**config.mk**
```make
export PLATFORM = sky130hd
export DESIGN_NAME = controlUnit
export DESIGN_NICKNAME = d
export VERILOG_FILES = /design/src/hdl/controlPkg.sv /design/src/hdl/instrDecoder.sv /design/src/hdl/waitTimer.sv /design/src/hdl/controlFsm.sv /design/src/hdl/controlWordGen.sv /design/src/hdl/controlUnit.sv
export SDC_FILE = /design/constraint.sdc
export NUM_CORES = 1
export LEC_CHECK = 0
export ABC_AREA = 1
export ABC_CLOCK_PERIOD_IN_PS = 2700
export BUFFER_PORTS_ARGS = -buffer_cell sky130_fd_sc_hd__buf_2
export CORE_MARGIN = 2
export CORE_UTILIZATION = 40
export DETAILED_ROUTE_END_ITERATION = 12
export HOLD_SLACK_MARGIN = 0.02
export PLACE_DENSITY = 0.65
export SETUP_SLACK_MARGIN = 0.2
export SLEW_MARGIN = 20
export SYNTH_ARGS = -nofsm -noshare
export SYNTH_HDL_FRONTEND = slang
export SYNTH_SLANG_ARGS = --single-unit
```
**constraint.sdc**
```tcl
create_clock -name clk -period 2.7 [get_ports clk]
set_input_delay 0.54 -clock clk [delete_from_list [all_inputs] [get_ports clk]]
set_output_delay 0.54 -clock clk [all_outputs]
set_load 0.05 [all_outputs]
```
**src/hdl/controlPkg.sv**
```systemverilog
package controlPkg;

    // Instruction fields and datapath select widths
    typedef logic [5:0] opcodeT;
    typedef logic [5:0] functT;
    typedef logic [4:0] aluOpT;
    typedef logic [2:0] timerT;
    typedef logic [1:0] srcASelT;
    typedef logic [2:0] srcBSelT;
    typedef logic [2:0] pcSrcT;
    typedef logic [1:0] regDestT;
    typedef logic [2:0] memToRegT;
    typedef logic [2:0] sizeT;
    typedef logic [2:0] addrSelT;

    localparam opcodeT OP_RTYPE = 6'h00;
    localparam opcodeT OP_J     = 6'h02;
    localparam opcodeT OP_JAL   = 6'h03;
    localparam opcodeT OP_BEQ   = 6'h04;
    localparam opcodeT OP_BNE   = 6'h05;
    localparam opcodeT OP_BLE   = 6'h06;
    localparam opcodeT OP_BGT   = 6'h07;
    localparam opcodeT OP_ADDI  = 6'h08;
    localparam opcodeT OP_ADDIU = 6'h09;
    localparam opcodeT OP_SLTI  = 6'h0a;
    localparam opcodeT OP_LB    = 6'h20;
    localparam opcodeT OP_LH    = 6'h21;
    localparam opcodeT OP_LW    = 6'h23;
    localparam opcodeT OP_SB    = 6'h28;
    localparam opcodeT OP_SH    = 6'h29;
    localparam opcodeT OP_SW    = 6'h2b;

    localparam functT FN_JR  = 6'h08;
    localparam functT FN_ADD = 6'h20;
    localparam functT FN_SUB = 6'h22;
    localparam functT FN_AND = 6'h24;
    localparam functT FN_OR  = 6'h25;
    localparam functT FN_SLT = 6'h2a;

    localparam aluOpT ALU_LOAD = 5'd0;             // Pass A through
    localparam aluOpT ALU_OADD = 5'd1;             // Add, flags overflow
    localparam aluOpT ALU_SUB  = 5'd2;
    localparam aluOpT ALU_AND  = 5'd3;
    localparam aluOpT ALU_CMP  = 5'd7;             // Set on less than
    localparam aluOpT ALU_OR   = 5'd8;
    localparam aluOpT ALU_SADD = 5'd11;            // Add, no overflow
    localparam aluOpT ALU_NE   = 5'd14;
    localparam aluOpT ALU_EQ   = 5'd15;
    localparam aluOpT ALU_LE   = 5'd16;
    localparam aluOpT ALU_GT   = 5'd17;

    localparam srcASelT SRC_A_PC  = 2'd0;
    localparam srcASelT SRC_A_REG = 2'd1;

    localparam srcBSelT SRC_B_REG    = 3'd0;
    localparam srcBSelT SRC_B_FOUR   = 3'd1;
    localparam srcBSelT SRC_B_IMM    = 3'd2;
    localparam srcBSelT SRC_B_BRANCH = 3'd3;   // Shifted offset

    localparam pcSrcT PC_SRC_JUMP   = 3'd0;
    localparam pcSrcT PC_SRC_REG    = 3'd1;
    localparam pcSrcT PC_SRC_ALUOUT = 3'd2;
    localparam pcSrcT PC_SRC_VECTOR = 3'd3;    // Handler address read from memory

    localparam regDestT REG_DEST_RT = 2'd0;
    localparam regDestT REG_DEST_RD = 2'd1;
    localparam regDestT REG_DEST_RA = 2'd2;
    localparam regDestT REG_DEST_SP = 2'd3;

    localparam memToRegT MEM_TO_REG_ALU    = 3'd0;
    localparam memToRegT MEM_TO_REG_MEM    = 3'd1;
    localparam memToRegT MEM_TO_REG_SPINIT = 3'd2;
    localparam memToRegT MEM_TO_REG_PC     = 3'd4;

    localparam sizeT SIZE_BYTE       = 3'd0;
    localparam sizeT SIZE_WORD_STORE = 3'd1;
    localparam sizeT SIZE_HALF       = 3'd2;
    localparam sizeT SIZE_LOAD_BYTE  = 3'd3;
    localparam sizeT SIZE_LOAD_WORD  = 3'd4;
    localparam sizeT SIZE_LOAD_HALF  = 3'd5;
    localparam sizeT SIZE_EXCEPTION  = 3'd6;

    localparam addrSelT ADDR_PC           = 3'd0;
    localparam addrSelT ADDR_OVERFLOW_VEC = 3'd1;
    localparam addrSelT ADDR_INVALID_VEC  = 3'd3;

    // Lengths of the multi-cycle states
    localparam timerT RESET_CYCLES = 3'd2;
    localparam timerT FETCH_CYCLES = 3'd2;
    localparam timerT MEM_CYCLES   = 3'd2;
    localparam timerT JAL_CYCLES   = 3'd2;
    localparam timerT EXC_CYCLES   = 3'd5;

    typedef enum logic [4:0] {
        ST_RESET, ST_FETCH1, ST_FETCH2, ST_DECODE,
        ST_ALU_R, ST_ALU_I, ST_SAVE_RD, ST_SAVE_RT,
        ST_JR, ST_SAVE_PC,
        ST_BRANCH_CALC, ST_BRANCH_TEST, ST_COND_SAVE_PC,
        ST_MEM_CALC, ST_READ_MEM, ST_LOAD, ST_STORE,
        ST_JUMP, ST_JAL,
        ST_INVALID, ST_OVERFLOW, ST_EXCEPTION
    } stateT;

    typedef struct packed {
        stateT entryState;
        aluOpT aluOp;
        sizeT  loadSize;
        sizeT  storeSize;
        logic  storeDirect;    // sw writes without the read phase
        logic  isStore;
    } decodedT;

    typedef struct packed {
        logic     pcWriteCond;
        logic     pcWrite;
        logic     iOrD;
        addrSelT  srcAddr;
        logic     memWrite;
        memToRegT memToReg;
        sizeT     sizeHandler;
        logic     irWrite;
        logic     dataSource;
        logic     epcWrite;
        regDestT  regDest;
        logic     regWrite;
        srcASelT  aluSrcA;
        srcBSelT  aluSrcB;
        aluOpT    aluOp;
        pcSrcT    pcSource;
    } controlWordT;

endpackage

```
**src/hdl/instrDecoder.sv**
```systemverilog
`timescale 1ns/10ps

module instrDecoder import controlPkg::*;
(
    input  opcodeT  opcode,
    input  functT   funct,
    output decodedT decoded
);

    always_comb
    begin
        decoded = '0;
        decoded.entryState = ST_INVALID;   // Unknown codes trap
        decoded.aluOp = ALU_LOAD;
        case (opcode)
            OP_RTYPE:
            begin
                decoded.entryState = ST_ALU_R;
                case (funct)
                    FN_ADD:  decoded.aluOp = ALU_OADD;
                    FN_SUB:  decoded.aluOp = ALU_SUB;
                    FN_AND:  decoded.aluOp = ALU_AND;
                    FN_OR:   decoded.aluOp = ALU_OR;
                    FN_SLT:  decoded.aluOp = ALU_CMP;
                    FN_JR:   decoded.entryState = ST_JR;   // Target passes through ALU
                    default: decoded.entryState = ST_INVALID;
                endcase
            end
            OP_ADDI, OP_ADDIU, OP_SLTI:
            begin
                decoded.entryState = ST_ALU_I;
                decoded.aluOp = (opcode == OP_ADDI)  ? ALU_OADD :
                                (opcode == OP_ADDIU) ? ALU_SADD : ALU_CMP;
            end
            OP_BEQ, OP_BNE, OP_BLE, OP_BGT:
            begin
                decoded.entryState = ST_BRANCH_CALC;
                decoded.aluOp = (opcode == OP_BEQ) ? ALU_EQ :
                                (opcode == OP_BNE) ? ALU_NE :
                                (opcode == OP_BLE) ? ALU_LE : ALU_GT;
            end
            OP_LW, OP_LH, OP_LB:
            begin
                decoded.entryState = ST_MEM_CALC;
                decoded.aluOp = ALU_OADD;   // Base plus offset
                decoded.loadSize = (opcode == OP_LW) ? SIZE_LOAD_WORD :
                                   (opcode == OP_LH) ? SIZE_LOAD_HALF : SIZE_LOAD_BYTE;
            end
            OP_SW, OP_SH, OP_SB:
            begin
                decoded.entryState = ST_MEM_CALC;
                decoded.aluOp = ALU_OADD;
                decoded.isStore = 1'b1;
                decoded.storeDirect = (opcode == OP_SW);   // Partial stores merge first
                decoded.storeSize = (opcode == OP_SW) ? SIZE_WORD_STORE :
                                    (opcode == OP_SH) ? SIZE_HALF : SIZE_BYTE;
            end
            OP_J:    decoded.entryState = ST_JUMP;
            OP_JAL:  decoded.entryState = ST_JAL;
            default: decoded.entryState = ST_INVALID;
        endcase
    end

endmodule

```
**src/hdl/waitTimer.sv**
```systemverilog
`timescale 1ns/10ps

module waitTimer import controlPkg::*;
(
    input  logic  clk,
    input  logic  reset,
    input  logic  load,
    input  timerT length,
    output logic  done
);

    timerT count;   // Cycles still to go after the current one

    always_ff @(posedge clk)
    begin
        if (reset)
            count <= '0;
        else if (load)
            count <= length - 3'd1;
        else if (count != '0)
            count <= count - 3'd1;
    end

    // A length of one finishes in the load cycle itself
    assign done = load ? (length == 3'd1) : (count == 3'd1);

    // An idle counter stays idle until the next load
    assert property (@(posedge clk) disable iff (reset)
        (!load && count == '0) |=> (load || !done));

endmodule

```
**src/hdl/controlFsm.sv**
```systemverilog
`timescale 1ns/10ps

module controlFsm import controlPkg::*;
(
    input  logic    clk,
    input  logic    reset,
    input  decodedT decoded,
    input  logic    overflow,
    output stateT   state,
    output decodedT curInstr
);

    stateT nextState;
    logic  firstCycle;      // State was entered this cycle
    logic  stateDone;
    timerT stateLength;
    logic  checkOverflow;

    waitTimer timer
    (
        .clk    (clk),
        .reset  (reset),
        .load   (firstCycle),
        .length (stateLength),
        .done   (stateDone)
    );

    always_comb
    begin
        case (state)
            ST_RESET:                 stateLength = RESET_CYCLES;
            ST_FETCH1:                stateLength = FETCH_CYCLES;   // Memory latency
            ST_READ_MEM, ST_LOAD:     stateLength = MEM_CYCLES;
            ST_JAL:                   stateLength = JAL_CYCLES;
            ST_INVALID, ST_OVERFLOW:  stateLength = EXC_CYCLES;
            default:                  stateLength = 3'd1;
        endcase
    end

    // Trap states and reset ignore the flag
    assign checkOverflow = !(state inside {ST_RESET, ST_INVALID, ST_OVERFLOW, ST_EXCEPTION});

    always_comb
    begin
        nextState = state;
        if (checkOverflow && overflow)
            nextState = ST_OVERFLOW;
        else if (stateDone)
        begin
            case (state)
                ST_RESET:        nextState = ST_FETCH1;
                ST_FETCH1:       nextState = ST_FETCH2;
                ST_FETCH2:       nextState = ST_DECODE;
                ST_DECODE:       nextState = decoded.entryState;
                ST_ALU_R:        nextState = ST_SAVE_RD;
                ST_ALU_I:        nextState = ST_SAVE_RT;
                ST_JR:           nextState = ST_SAVE_PC;
                ST_BRANCH_CALC:  nextState = ST_BRANCH_TEST;
                ST_BRANCH_TEST:  nextState = ST_COND_SAVE_PC;
                ST_MEM_CALC:     nextState = curInstr.storeDirect ? ST_STORE : ST_READ_MEM;
                ST_READ_MEM:     nextState = curInstr.isStore ? ST_STORE : ST_LOAD;
                ST_INVALID:      nextState = ST_EXCEPTION;
                ST_OVERFLOW:     nextState = ST_EXCEPTION;
                default:         nextState = ST_FETCH1;   // Last state of every sequence
            endcase
        end
    end

    always_ff @(posedge clk)
    begin
        if (reset)
        begin
            state      <= ST_RESET;
            firstCycle <= 1'b1;
        end
        else
        begin
            state      <= nextState;
            firstCycle <= (nextState != state);
        end
    end

    // Instruction register contents are only valid during decode
    always_ff @(posedge clk)
    begin
        if (state == ST_DECODE)
            curInstr <= decoded;
    end

    assert property (@(posedge clk) disable iff (reset)
        state inside {[ST_RESET:ST_EXCEPTION]});

    assert property (@(posedge clk) disable iff (reset)
        (state == ST_LOAD) |-> !curInstr.isStore);

endmodule

```
**src/hdl/controlWordGen.sv**
```systemverilog
`timescale 1ns/10ps

module controlWordGen import controlPkg::*;
(
    input  stateT       state,
    input  decodedT     curInstr,
    output controlWordT ctrl
);

    always_comb
    begin
        ctrl = '0;
        ctrl.pcSource = PC_SRC_ALUOUT;
        case (state)
            ST_RESET:
            begin
                ctrl.regDest  = REG_DEST_SP;         // Stack pointer init
                ctrl.memToReg = MEM_TO_REG_SPINIT;
                ctrl.regWrite = 1'b1;
            end
            ST_FETCH1:
            begin
                ctrl.iOrD    = 1'b0;
                ctrl.srcAddr = ADDR_PC;
            end
            ST_FETCH2:
            begin
                ctrl.aluSrcA = SRC_A_PC;             // PC + 4
                ctrl.aluSrcB = SRC_B_FOUR;
                ctrl.aluOp   = ALU_OADD;
                ctrl.irWrite = 1'b1;
            end
            ST_DECODE:  ctrl.pcWrite = 1'b1;
            ST_ALU_R, ST_JR, ST_BRANCH_TEST, ST_COND_SAVE_PC:
            begin
                ctrl.aluSrcA = SRC_A_REG;
                ctrl.aluSrcB = SRC_B_REG;
                if (state != ST_COND_SAVE_PC)
                    ctrl.aluOp = curInstr.aluOp;
                ctrl.pcWriteCond = (state == ST_BRANCH_TEST);
                if (state == ST_JR)
                begin
                    ctrl.pcSource = PC_SRC_REG;
                    ctrl.pcWrite  = 1'b1;
                end
            end
            ST_ALU_I, ST_MEM_CALC, ST_READ_MEM, ST_STORE:
            begin
                ctrl.aluSrcA = SRC_A_REG;            // Register plus immediate
                ctrl.aluSrcB = SRC_B_IMM;
                ctrl.aluOp   = curInstr.aluOp;
                ctrl.iOrD    = (state == ST_READ_MEM) || (state == ST_STORE);
                if (state == ST_STORE)
                begin
                    ctrl.sizeHandler = curInstr.storeSize;
                    ctrl.dataSource  = 1'b1;
                    ctrl.memWrite    = 1'b1;
                end
            end
            ST_SAVE_RD, ST_SAVE_RT:
            begin
                ctrl.memToReg = MEM_TO_REG_ALU;
                ctrl.regDest  = (state == ST_SAVE_RD) ? REG_DEST_RD : REG_DEST_RT;
                ctrl.regWrite = 1'b1;
            end
            ST_SAVE_PC:
            begin
                ctrl.pcSource = PC_SRC_REG;
                ctrl.pcWrite  = 1'b1;
            end
            ST_BRANCH_CALC:
            begin
                ctrl.aluSrcA = SRC_A_PC;             // Branch target into ALUOut
                ctrl.aluSrcB = SRC_B_BRANCH;
                ctrl.aluOp   = ALU_OADD;
            end
            ST_LOAD:
            begin
                ctrl.iOrD        = 1'b1;
                ctrl.sizeHandler = curInstr.loadSize;
                ctrl.memToReg    = MEM_TO_REG_MEM;
                ctrl.regDest     = REG_DEST_RT;
                ctrl.regWrite    = 1'b1;
            end
            ST_JUMP, ST_JAL:
            begin
                ctrl.pcSource = PC_SRC_JUMP;
                ctrl.pcWrite  = 1'b1;
                if (state == ST_JAL)
                begin
                    ctrl.regDest  = REG_DEST_RA;     // Link address
                    ctrl.memToReg = MEM_TO_REG_PC;
                    ctrl.regWrite = 1'b1;
                end
            end
            ST_INVALID, ST_OVERFLOW:
            begin
                ctrl.srcAddr = (state == ST_INVALID) ? ADDR_INVALID_VEC : ADDR_OVERFLOW_VEC;
                ctrl.sizeHandler = SIZE_EXCEPTION;
                ctrl.pcSource    = PC_SRC_VECTOR;
                ctrl.pcWrite     = 1'b1;
                ctrl.epcWrite    = 1'b1;             // Save faulting PC
            end
            ST_EXCEPTION:
            begin
                ctrl.sizeHandler = SIZE_EXCEPTION;
                ctrl.pcSource    = PC_SRC_VECTOR;
            end
            default:
            begin
                ctrl.pcSource = PC_SRC_ALUOUT;
            end
        endcase
    end

    always_comb
    begin
        assert final (!ctrl.epcWrite || ctrl.pcWrite);
        assert final (!(ctrl.irWrite && ctrl.regWrite));
    end

endmodule

```
**src/hdl/controlUnit.sv**
```systemverilog
`timescale 1ns/10ps

module controlUnit import controlPkg::*;
(
    input  logic        clk,
    input  logic        reset,
    input  opcodeT      opcode,
    input  functT       funct,
    input  logic        overflow,
    output controlWordT ctrl
);

    decodedT decoded;
    decodedT curInstr;    // Latched at decode
    stateT   state;

    instrDecoder decoder
    (
        .opcode  (opcode),
        .funct   (funct),
        .decoded (decoded)
    );

    controlFsm fsm
    (
        .clk      (clk),
        .reset    (reset),
        .decoded  (decoded),
        .overflow (overflow),
        .state    (state),
        .curInstr (curInstr)
    );

    controlWordGen wordGen
    (
        .state    (state),
        .curInstr (curInstr),
        .ctrl     (ctrl)
    );

endmodule

```
# Yosys cells after proc, flatten, opt, wreduce, memory -nomap -nowiden
# Cells that the tools add are included.
dict set report classes {
  n_eq_ne 46
  n_reduce_logical 24
  bitwise 2
  mul 0
  shift 0
  magnitude_cmp 0
  div_mod_pow 0
  n_addsub 2
  mux 44
}
# op count
set op_table {}
lappend op_table {{$eq A6 B6 Y1 const B} 11}
lappend op_table {{$pmux W5 S11} 1}
lappend op_table {{$eq A5 B4 Y1 const B} 8}
lappend op_table {{$mux W5} 8}
lappend op_table {{$pmux W9 S4} 1}
lappend op_table {{$eq A5 B5 Y1 const B} 6}
lappend op_table {{$pmux W5 S6} 1}
lappend op_table {{$eq A6 B3 Y1 const B} 4}
lappend op_table {{$eq A6 B4 Y1 const B} 4}
lappend op_table {{$pmux W3 S4} 2}
lappend op_table {{$mux W3} 7}
lappend op_table {{$eq A5 B3 Y1 const B} 4}
lappend op_table {{$pmux W4 S5} 1}
lappend op_table {{$pmux W5 S4} 1}
lappend op_table {{$pmux W3 S3} 2}
lappend op_table {{$eq A6 B2 Y1 const B} 2}
lappend op_table {{$reduce_or A3 Y1} 4}
lappend op_table {{$reduce_or A4 Y1} 3}
lappend op_table {{$reduce_or A6 Y1} 2}
lappend op_table {{$mux W1} 11}
lappend op_table {{$eq A5 B2 Y1 const B} 2}
lappend op_table {{$pmux W5 S2} 1}
lappend op_table {{$reduce_or A2 Y1} 5}
lappend op_table {{$reduce_or A5 Y1} 2}
lappend op_table {{18 further kinds} 25}
dict set report word_totals {
  regBits 21
  rom_bits 0
  elab_cells 128
  latch_bits 0
  mem_count 0
  ram_bits 0
}

# Depth between registers and ports, before layout
# Gate-level depths: netlist of the first run.
dict set report depth {
  word_depth 8
  mapped_depth 17
  ltp_nobuf 16
}

# Modules after synthesis
# Synthesis of the first run repeated with hierarchy kept, for this count alone.
dict set report unflattened {
  cells_unflattened 400
  area_unflattened_um2 2678.8
}
# module cells_per_inst n_inst seq_area_each_um2 area_each_um2
set by_module_without_submodules {}
lappend by_module_without_submodules {controlFsm 156 1 660.6 1397.6}
lappend by_module_without_submodules {controlWordGen 107 1 0.0 568.0}
lappend by_module_without_submodules {instrDecoder 93 1 0.0 439.2}
lappend by_module_without_submodules {waitTimer 44 1 60.1 274.0}

# Least setup slack after synthesis of the first run
# No wires, ideal clock.
dict set report synth_timing {
  kind {register to output}
  from {register fsm.state[3]}
  to {output port ctrl[30] (netlist name)}
  setup_slack_ns -1.149
  arrival_time_ns 3.309
  path_stages_with_launch 6
  cell_sequence {dfxtp_1 nor2_2 nand3_1 inv_1 nor4_1 nand2_1}
}
# element line_no
set synth_rtl {}
lappend synth_rtl {{start: declaration} controlFsm.sv:9} ;# output stateT state,
lappend synth_rtl {{start signal: assignment} controlFsm.sv:78} ;# state <= nextState;
lappend synth_rtl {{end: declaration} controlUnit.sv:10} ;# output controlWordT ctrl

==> impl_metrics.yaml, run 1 <==
sta:
  fmax_mhz: 423.3
  drv_slew: 0
  hold_viol: 0
  report.final.setup_viol: 0
  period_share_pct: 87.51
  rsz0062_at_grt: "false"
  fin_ws_ns: 0.3373
  fin_skew_ns: 0.004550
  fin_crit_ns: 2.363
yosys:
  yosys-top-cells-area: "edfxtp_1 (17%), nand2_1 (14%), dfxtp_1 (9.3%)"
  synth_ff_type: "edfxtp_1"
  synth_top_area_share_pct: 16.98
  ys_async_sr_fraction_pct: 0
  ys_seq_elements: 20
  syn_area_per_cell_sq_um: 6.216
  synth_edf_count: 11
  synth_area_sq_mm: 0.001946
  postSynthCellCount: 313
  synth.distinct_cells: 34
  ys_warn_count: 0
  synth.largest_area_cell: "edfxtp_1"
  yosysSeqAreaShare_pct: 26.24
worst_setup_path:
  r2r_slack_ns: 0.76
  critPathCaptureType: "output port"
  worstSetupStartpointType: "register"
  crit_type: "register to output port"
  reg2reg_to: "fsm.firstCycle$_SDFF_PP1_"
  cp.arrival_ns: 1.82
  cp-endpoint: "ctrl[3]"
  crit_slowest_cell: "dfxtp_4"
  r2r.worst_path.cells: 13
  critPathLaunch: "fsm.state[3]$_SDFF_PP0_"
  worstReg2RegStart: "fsm.state[3]$_SDFF_PP0_"
  worstPathMaxFanout: 6
  worstPathRequired_ns: 2.16
  critPathMaxStageDelay_ns: 0.37
  path_cells: "buf_4 -> nand3_4 -> inv_2 -> nand2_1 -> inv_1 -> nor2_1 -> nand4_1 -> a31o_2 -> buf_6"
die:
  start_util_pct: 41.47
  rows: 25
  die_w_microns: 73.74
  dieArea_sq_mm: 0.005438
  dieHeight_microns: 73.74
  io_pins: 47
  core_sq_mm: 0.004692
route:
  drt-pass1-iter-count: 4
  wire_per_inst_microns: 11.66
  via_per_inst: 5.069
  initialDrtViolationCount: 150
  antenna_left: 0
  vias: 2124
  drc_errors: 0
  finalWirelength_microns: 4884
run_status:
  outcome: "finished clean"
layout:
  final_cell_mix: "nand2_1 (71), inv_1 (44), nor2_1 (41)"
  nets: 384
  finish.utilization_pct: 51.97
  area_delta_synth_final_pct: 25.34
  drive_above_1_share_pct: 30.96
  final_common_cell: "nand2_1"
  fin_area_sq_mm: 0.002439
  antennaDiodeCount: 0
  finalNonFillerCells: 419
clock_tree:
  clk_pin_slew_ns: 0.08
  cts-root-buf: "clkbuf_8"
  clock_latency_ns: 0.26
  cts_tree: "built"
  clock_path_buffers: 2
  clock_sinks: 20
  htree_levels: 1
  cts_buffers: 3
global_routing:
  grt_first_pass_wirelength_microns: 7562
  track_usage_pct: 17.76
  grt_pass1_vias: 1720
  grt_start_max_net_pins: 17
  antenna_found_initial: 0
  grt_overflow: 0
place:
  numPortBuffers: 42
  place_inst: 406
  place_area_sq_mm: 0.002246
  gp_congestion: 0.9073
  dp_slack_ns: 0.3457
  place_hpwl_microns: 3923
power:
  power_frac_comb_pct: 76.7
  swShare_pct: 60.51
  power_mw: 2.743
  power_frac_clock_pct: 7.3
  leakage_nw: 1.374
  p_int_mw: 1.083
  power_density_mw_per_mm2: 1125
  irDropWorstVdd_mv: 0.4542
  p_seq_share_pct: 16.0
  p_switching_mw: 1.660
worst_hold_path:
  min_path_type: "register to register"
  holdPathStages: 1
run:
  maxCapViolations: 0
## metal layers
layer  share of wire [%]  global-route usage (%)  vias to the layer above
met3                 4.9                   2.058                        4
met2                  46                   28.17                       65
met1                  48                   24.87                      952
li1                    -                       -                     1103
met4                 1.1                   6.061                        0
met5                   0                       0                        -
## synth_stat cells, drive strengths merged, types with 3 or more instances
master and instances:
nand2 85, nor2 55, inv 54, nand3 38, o21ai 15, edfxtp 11
buf 9, dfxtp 9, nor3 9, nand4 5, a21oi 3, ha 3
nor4 3
## power groups by stage
stage          clock network (mW)  registers (mW)  logic (mW)
5_1_grt                     0.221           0.445        2.26
6_report                    0.201           0.438        2.10
3_3_place_gp                    0           0.440        1.93
4_1_cts                     0.209           0.438        1.96
3_5_place_dp                    0           0.442        1.93
2_1_floorplan                   0           0.420        1.62
## registers in the layout, indices dropped and copies added, names as in the netlist
register	cells
fsm.firstCycle	1
fsm.state	5
fsm.curInstr	11
fsm.timer.count	3
## worst max-delay path: cells and delay by family (launching register included)
| family | cells | cell delay (ns) |
|---|---|---|
| compound gates | 1 | 0.31 |
| buf+inv | 4 | 0.42 |
| flops | 1 | 0.37 |
| simple gates | 4 | 0.49 |
## final cells by class
class	instances	area (sq um)
inverters	56	216.5
clock inverters	1	3.754
fillers	486	2253
repair buffers	54	320.3
well taps	54	67.56
multi-input cells	231	1262
flip-flops and latches	20	526.8
clock buffers	3	41.29
## cells by family after synthesis
logic type | synth area share (%)
simple gates | 48.23
buf+inv | 14.92
compound gates | 8.039
flops | 26.24
fa+ha+maj | 1.929
xor+xnor | 0.4502
other cells | 0.1927
## worst min-delay path by stage
| stage | start | endpoint | slack, ns |
|---|---|---|---|
| after floorplan | fsm.timer.count[1]$_SDFFE_PP0P_ | fsm.timer.count[1]$_SDFFE_PP0P_ | 0.47 |
| after global placement | fsm.timer.count[1]$_SDFFE_PP0P_ | fsm.timer.count[1]$_SDFFE_PP0P_ | 0.48 |
| after detailed placement | fsm.timer.count[1]$_SDFFE_PP0P_ | fsm.timer.count[1]$_SDFFE_PP0P_ | 0.49 |
| after CTS | fsm.timer.count[1]$_SDFFE_PP0P_ | fsm.timer.count[1]$_SDFFE_PP0P_ | 0.51 |
| after global routing | reset | fsm.state[0]$_SDFF_PP0_ | 0.53 |
| final | fsm.timer.count[1]$_SDFFE_PP0P_ | fsm.timer.count[1]$_SDFFE_PP0P_ | 0.50 |
## what timing repair did
item | CTS | global route
gates resized for setup | 6 | 25
hold buffers | 0 | 0
setup endpoints to repair | 5 | 6
pin swaps | 0 | 5
setup buffers | 1 | 8
## per-stage QoR
stage	hold slack, ns	setup TNS, ns
floorplan	0.4718	-0.4818
global placement	0.4813	0
detailed placement	0.4893	0
CTS	0.5079	0
global route	0.5259	0
finish	0.5001	0
(Power assumes the default switching activity.)
==> run 2, diff against run 1 <==
--- a/config.mk
+++ b/config.mk
@@ -11,6 +11,7 @@
 export CORE_MARGIN = 2
 export CORE_UTILIZATION = 40
 export DETAILED_ROUTE_END_ITERATION = 12
+export GPL_TIMING_DRIVEN = 0
 export HOLD_SLACK_MARGIN = 0.02
 export PLACE_DENSITY = 0.65
 export SETUP_SLACK_MARGIN = 0.2
==> impl_metrics.yaml, run 2 (synthesized netlist as in run 1, its figures left out) <==
sta:
  fmax_mhz: 413.3
  rsz0062_at_grt: "true"
  fin_ws_ns: 0.2807
  hold_viol: 0
  fin_crit_ns: 2.419
  drv_slew: 0
  period_share_pct: 89.60
  fin_skew_ns: 0.001128
  setup_tns_ns: 0
  report.final.setup_viol: 0
  hold_slack_ns: 0.5010
worst_setup_path:
  r2r.worst_path.cells: 16
  worstPathMaxFanout: 5
  r2r_slack_ns: 0.58
  reg2reg_to: "fsm.firstCycle$_SDFF_PP1_"
  critPathCaptureType: "output port"
  critPathLaunch: "fsm.state[1]$_SDFF_PP0_"
  worstSetupStartpointType: "register"
  cp-endpoint: "ctrl[7]"
  worstReg2RegStart: "fsm.state[1]$_SDFF_PP0_"
  crit_type: "register to output port"
  cp.arrival_ns: 1.88
  worstPathRequired_ns: 2.16
clock_tree:
  clock_sinks: 20
  clk_pin_slew_ns: 0.08
  htree_levels: 1
  cts_buffers: 3
  cts_tree: "built"
  cts-root-buf: "clkbuf_8"
  clock_path_buffers: 2
  clock_latency_ns: 0.25
layout:
  antennaDiodeCount: 0
  area_delta_synth_final_pct: 30.87
  regMostFlops: "fsm.curInstr"
  fin_area_sq_mm: 0.002546
  finish.utilization_pct: 54.27
  final_cell_mix: "nand2_1 (69), inv_1 (44), nor2_1 (41)"
  top_regs: "fsm.curInstr x11, fsm.state x5, fsm.timer.count x3"
  largest_register_ffs: 11
  multiInputGateArea_sq_mm: 0.001254
  fill_cells: 477
  final_common_cell: "nand2_1"
  finalNonFillerCells: 432
  nets: 397
  ff_latch_area_sq_um: 521.8
  drive_above_1_share_pct: 33.60
route:
  drt-pass1-iter-count: 4
  wire_per_inst_microns: 11.79
  via_per_inst: 5.025
  finalWirelength_microns: 5093
  antenna_left: 0
  vias: 2171
  drc_errors: 0
  initialDrtViolationCount: 150
run:
  maxCapViolations: 0
worst_hold_path:
  min_path_type: "register to register"
power:
  leakage_nw: 1.433
  p_switching_mw: 1.688
  p_int_mw: 1.165
  swShare_pct: 59.15
  power_frac_clock_pct: 7.0
  power_frac_comb_pct: 78.1
  p_seq_share_pct: 14.8
  power_density_mw_per_mm2: 1121
  power_mw: 2.853
  irDropWorstVdd_mv: 0.4344
global_routing:
  grt_first_pass_wirelength_microns: 8100
  track_usage_pct: 18.68
  grt_start_max_net_pins: 17
  antenna_found_initial: 0
  grt_overflow: 0
  grt_pass1_vias: 1856
place:
  place_inst: 412
  place_hpwl_microns: 4010
  numPortBuffers: 42
  dp_slack_ns: 0.3454
  gp_congestion: 0.8866
  place_area_sq_mm: 0.002308
die:
  start_util_pct: 41.47
  dieHeight_microns: 73.74
  rows: 25
  core_sq_mm: 0.004692
  io_pins: 47
  die_w_microns: 73.74
  dieArea_sq_mm: 0.005438
run_status:
  outcome: "finished clean"
-- run 2: changes by cell type in the layout (fill, tap and decap cells not counted), moves of 2 or more --
cell / change
nand2_4: -2
buf_6: +6
dfxtp_4: -2
nand2_2: +4
dfxtp_2: +2
nand2_1: -2
buf_4: +5
-- run 2: critical path, cell delays in order, from the launching register on --
cell,delay (ns)
dfxtp_2,0.33
buf_6,0.13
inv_6,0.06
nand2_4,0.06
nor3_4,0.25
inv_2,0.09
nand2_2,0.07
nor2_2,0.04
nand4_1,0.17
nand2_4,0.13
nor2_4,0.13
buf_6,0.16
-- run 2: layout make-up --
type | count | area share (%)
multi-input cells | 231 | 49.24
clock buffers | 3 | 1.622
plain buffers | 9 | 3.096
inverters | 56 | 8.747
clock inverters | 1 | 0.1474
well taps | 54 | 2.654
flip-flops and latches | 20 | 20.49
repair buffers | 58 | 14.00
-- run 2: worst min path at each step --
stage / start / end / slack [ns] / cells after the start
final: fsm.timer.count[1]$_SDFFE_PP0P_ / fsm.timer.count[1]$_SDFFE_PP0P_ / 0.50 / 1
after global routing: reset / fsm.state[4]$_SDFF_PP0_ / 0.51 / 2
after CTS: reset / fsm.state[4]$_SDFF_PP0_ / 0.50 / 2
after detailed placement: fsm.timer.count[1]$_SDFFE_PP0P_ / fsm.timer.count[1]$_SDFFE_PP0P_ / 0.49 / 1
after global placement: fsm.timer.count[1]$_SDFFE_PP0P_ / fsm.timer.count[1]$_SDFFE_PP0P_ / 0.48 / 1
after floorplan: fsm.timer.count[1]$_SDFFE_PP0P_ / fsm.timer.count[1]$_SDFFE_PP0P_ / 0.47 / 1
-- run 2: timing repair --
item / 4_1_cts / 5_1_grt
gates cloned: 0 / 1
hold buffers: 0 / 0
pin swaps: 1 / 9
buffers inserted: 2 / 13
gates resized for setup: 9 / 19
setup endpoints to repair: 6 / 6
-- run 2: per-layer routing --
| layer | GRT usage [%] | part of all wire (%) | up-vias |
|---|---|---|---|
| li1 | - | - | 1127 |
| met1 | 24.41 | 46 | 979 |
| met2 | 33.43 | 48 | 59 |
| met3 | 1.646 | 4.8 | 6 |
| met4 | 3.636 | 1.3 | 0 |
| met5 | 0 | 0 | - |
-- run 2: power by group through the flow --
stage	combinational, mW	sequential (mW)	clock, mW
after global routing	2.41	0.430	0.221
final	2.23	0.423	0.201
after CTS	2.05	0.426	0.209
after global placement	1.97	0.429	0
after floorplan	1.62	0.420	0
after detailed placement	1.99	0.433	0
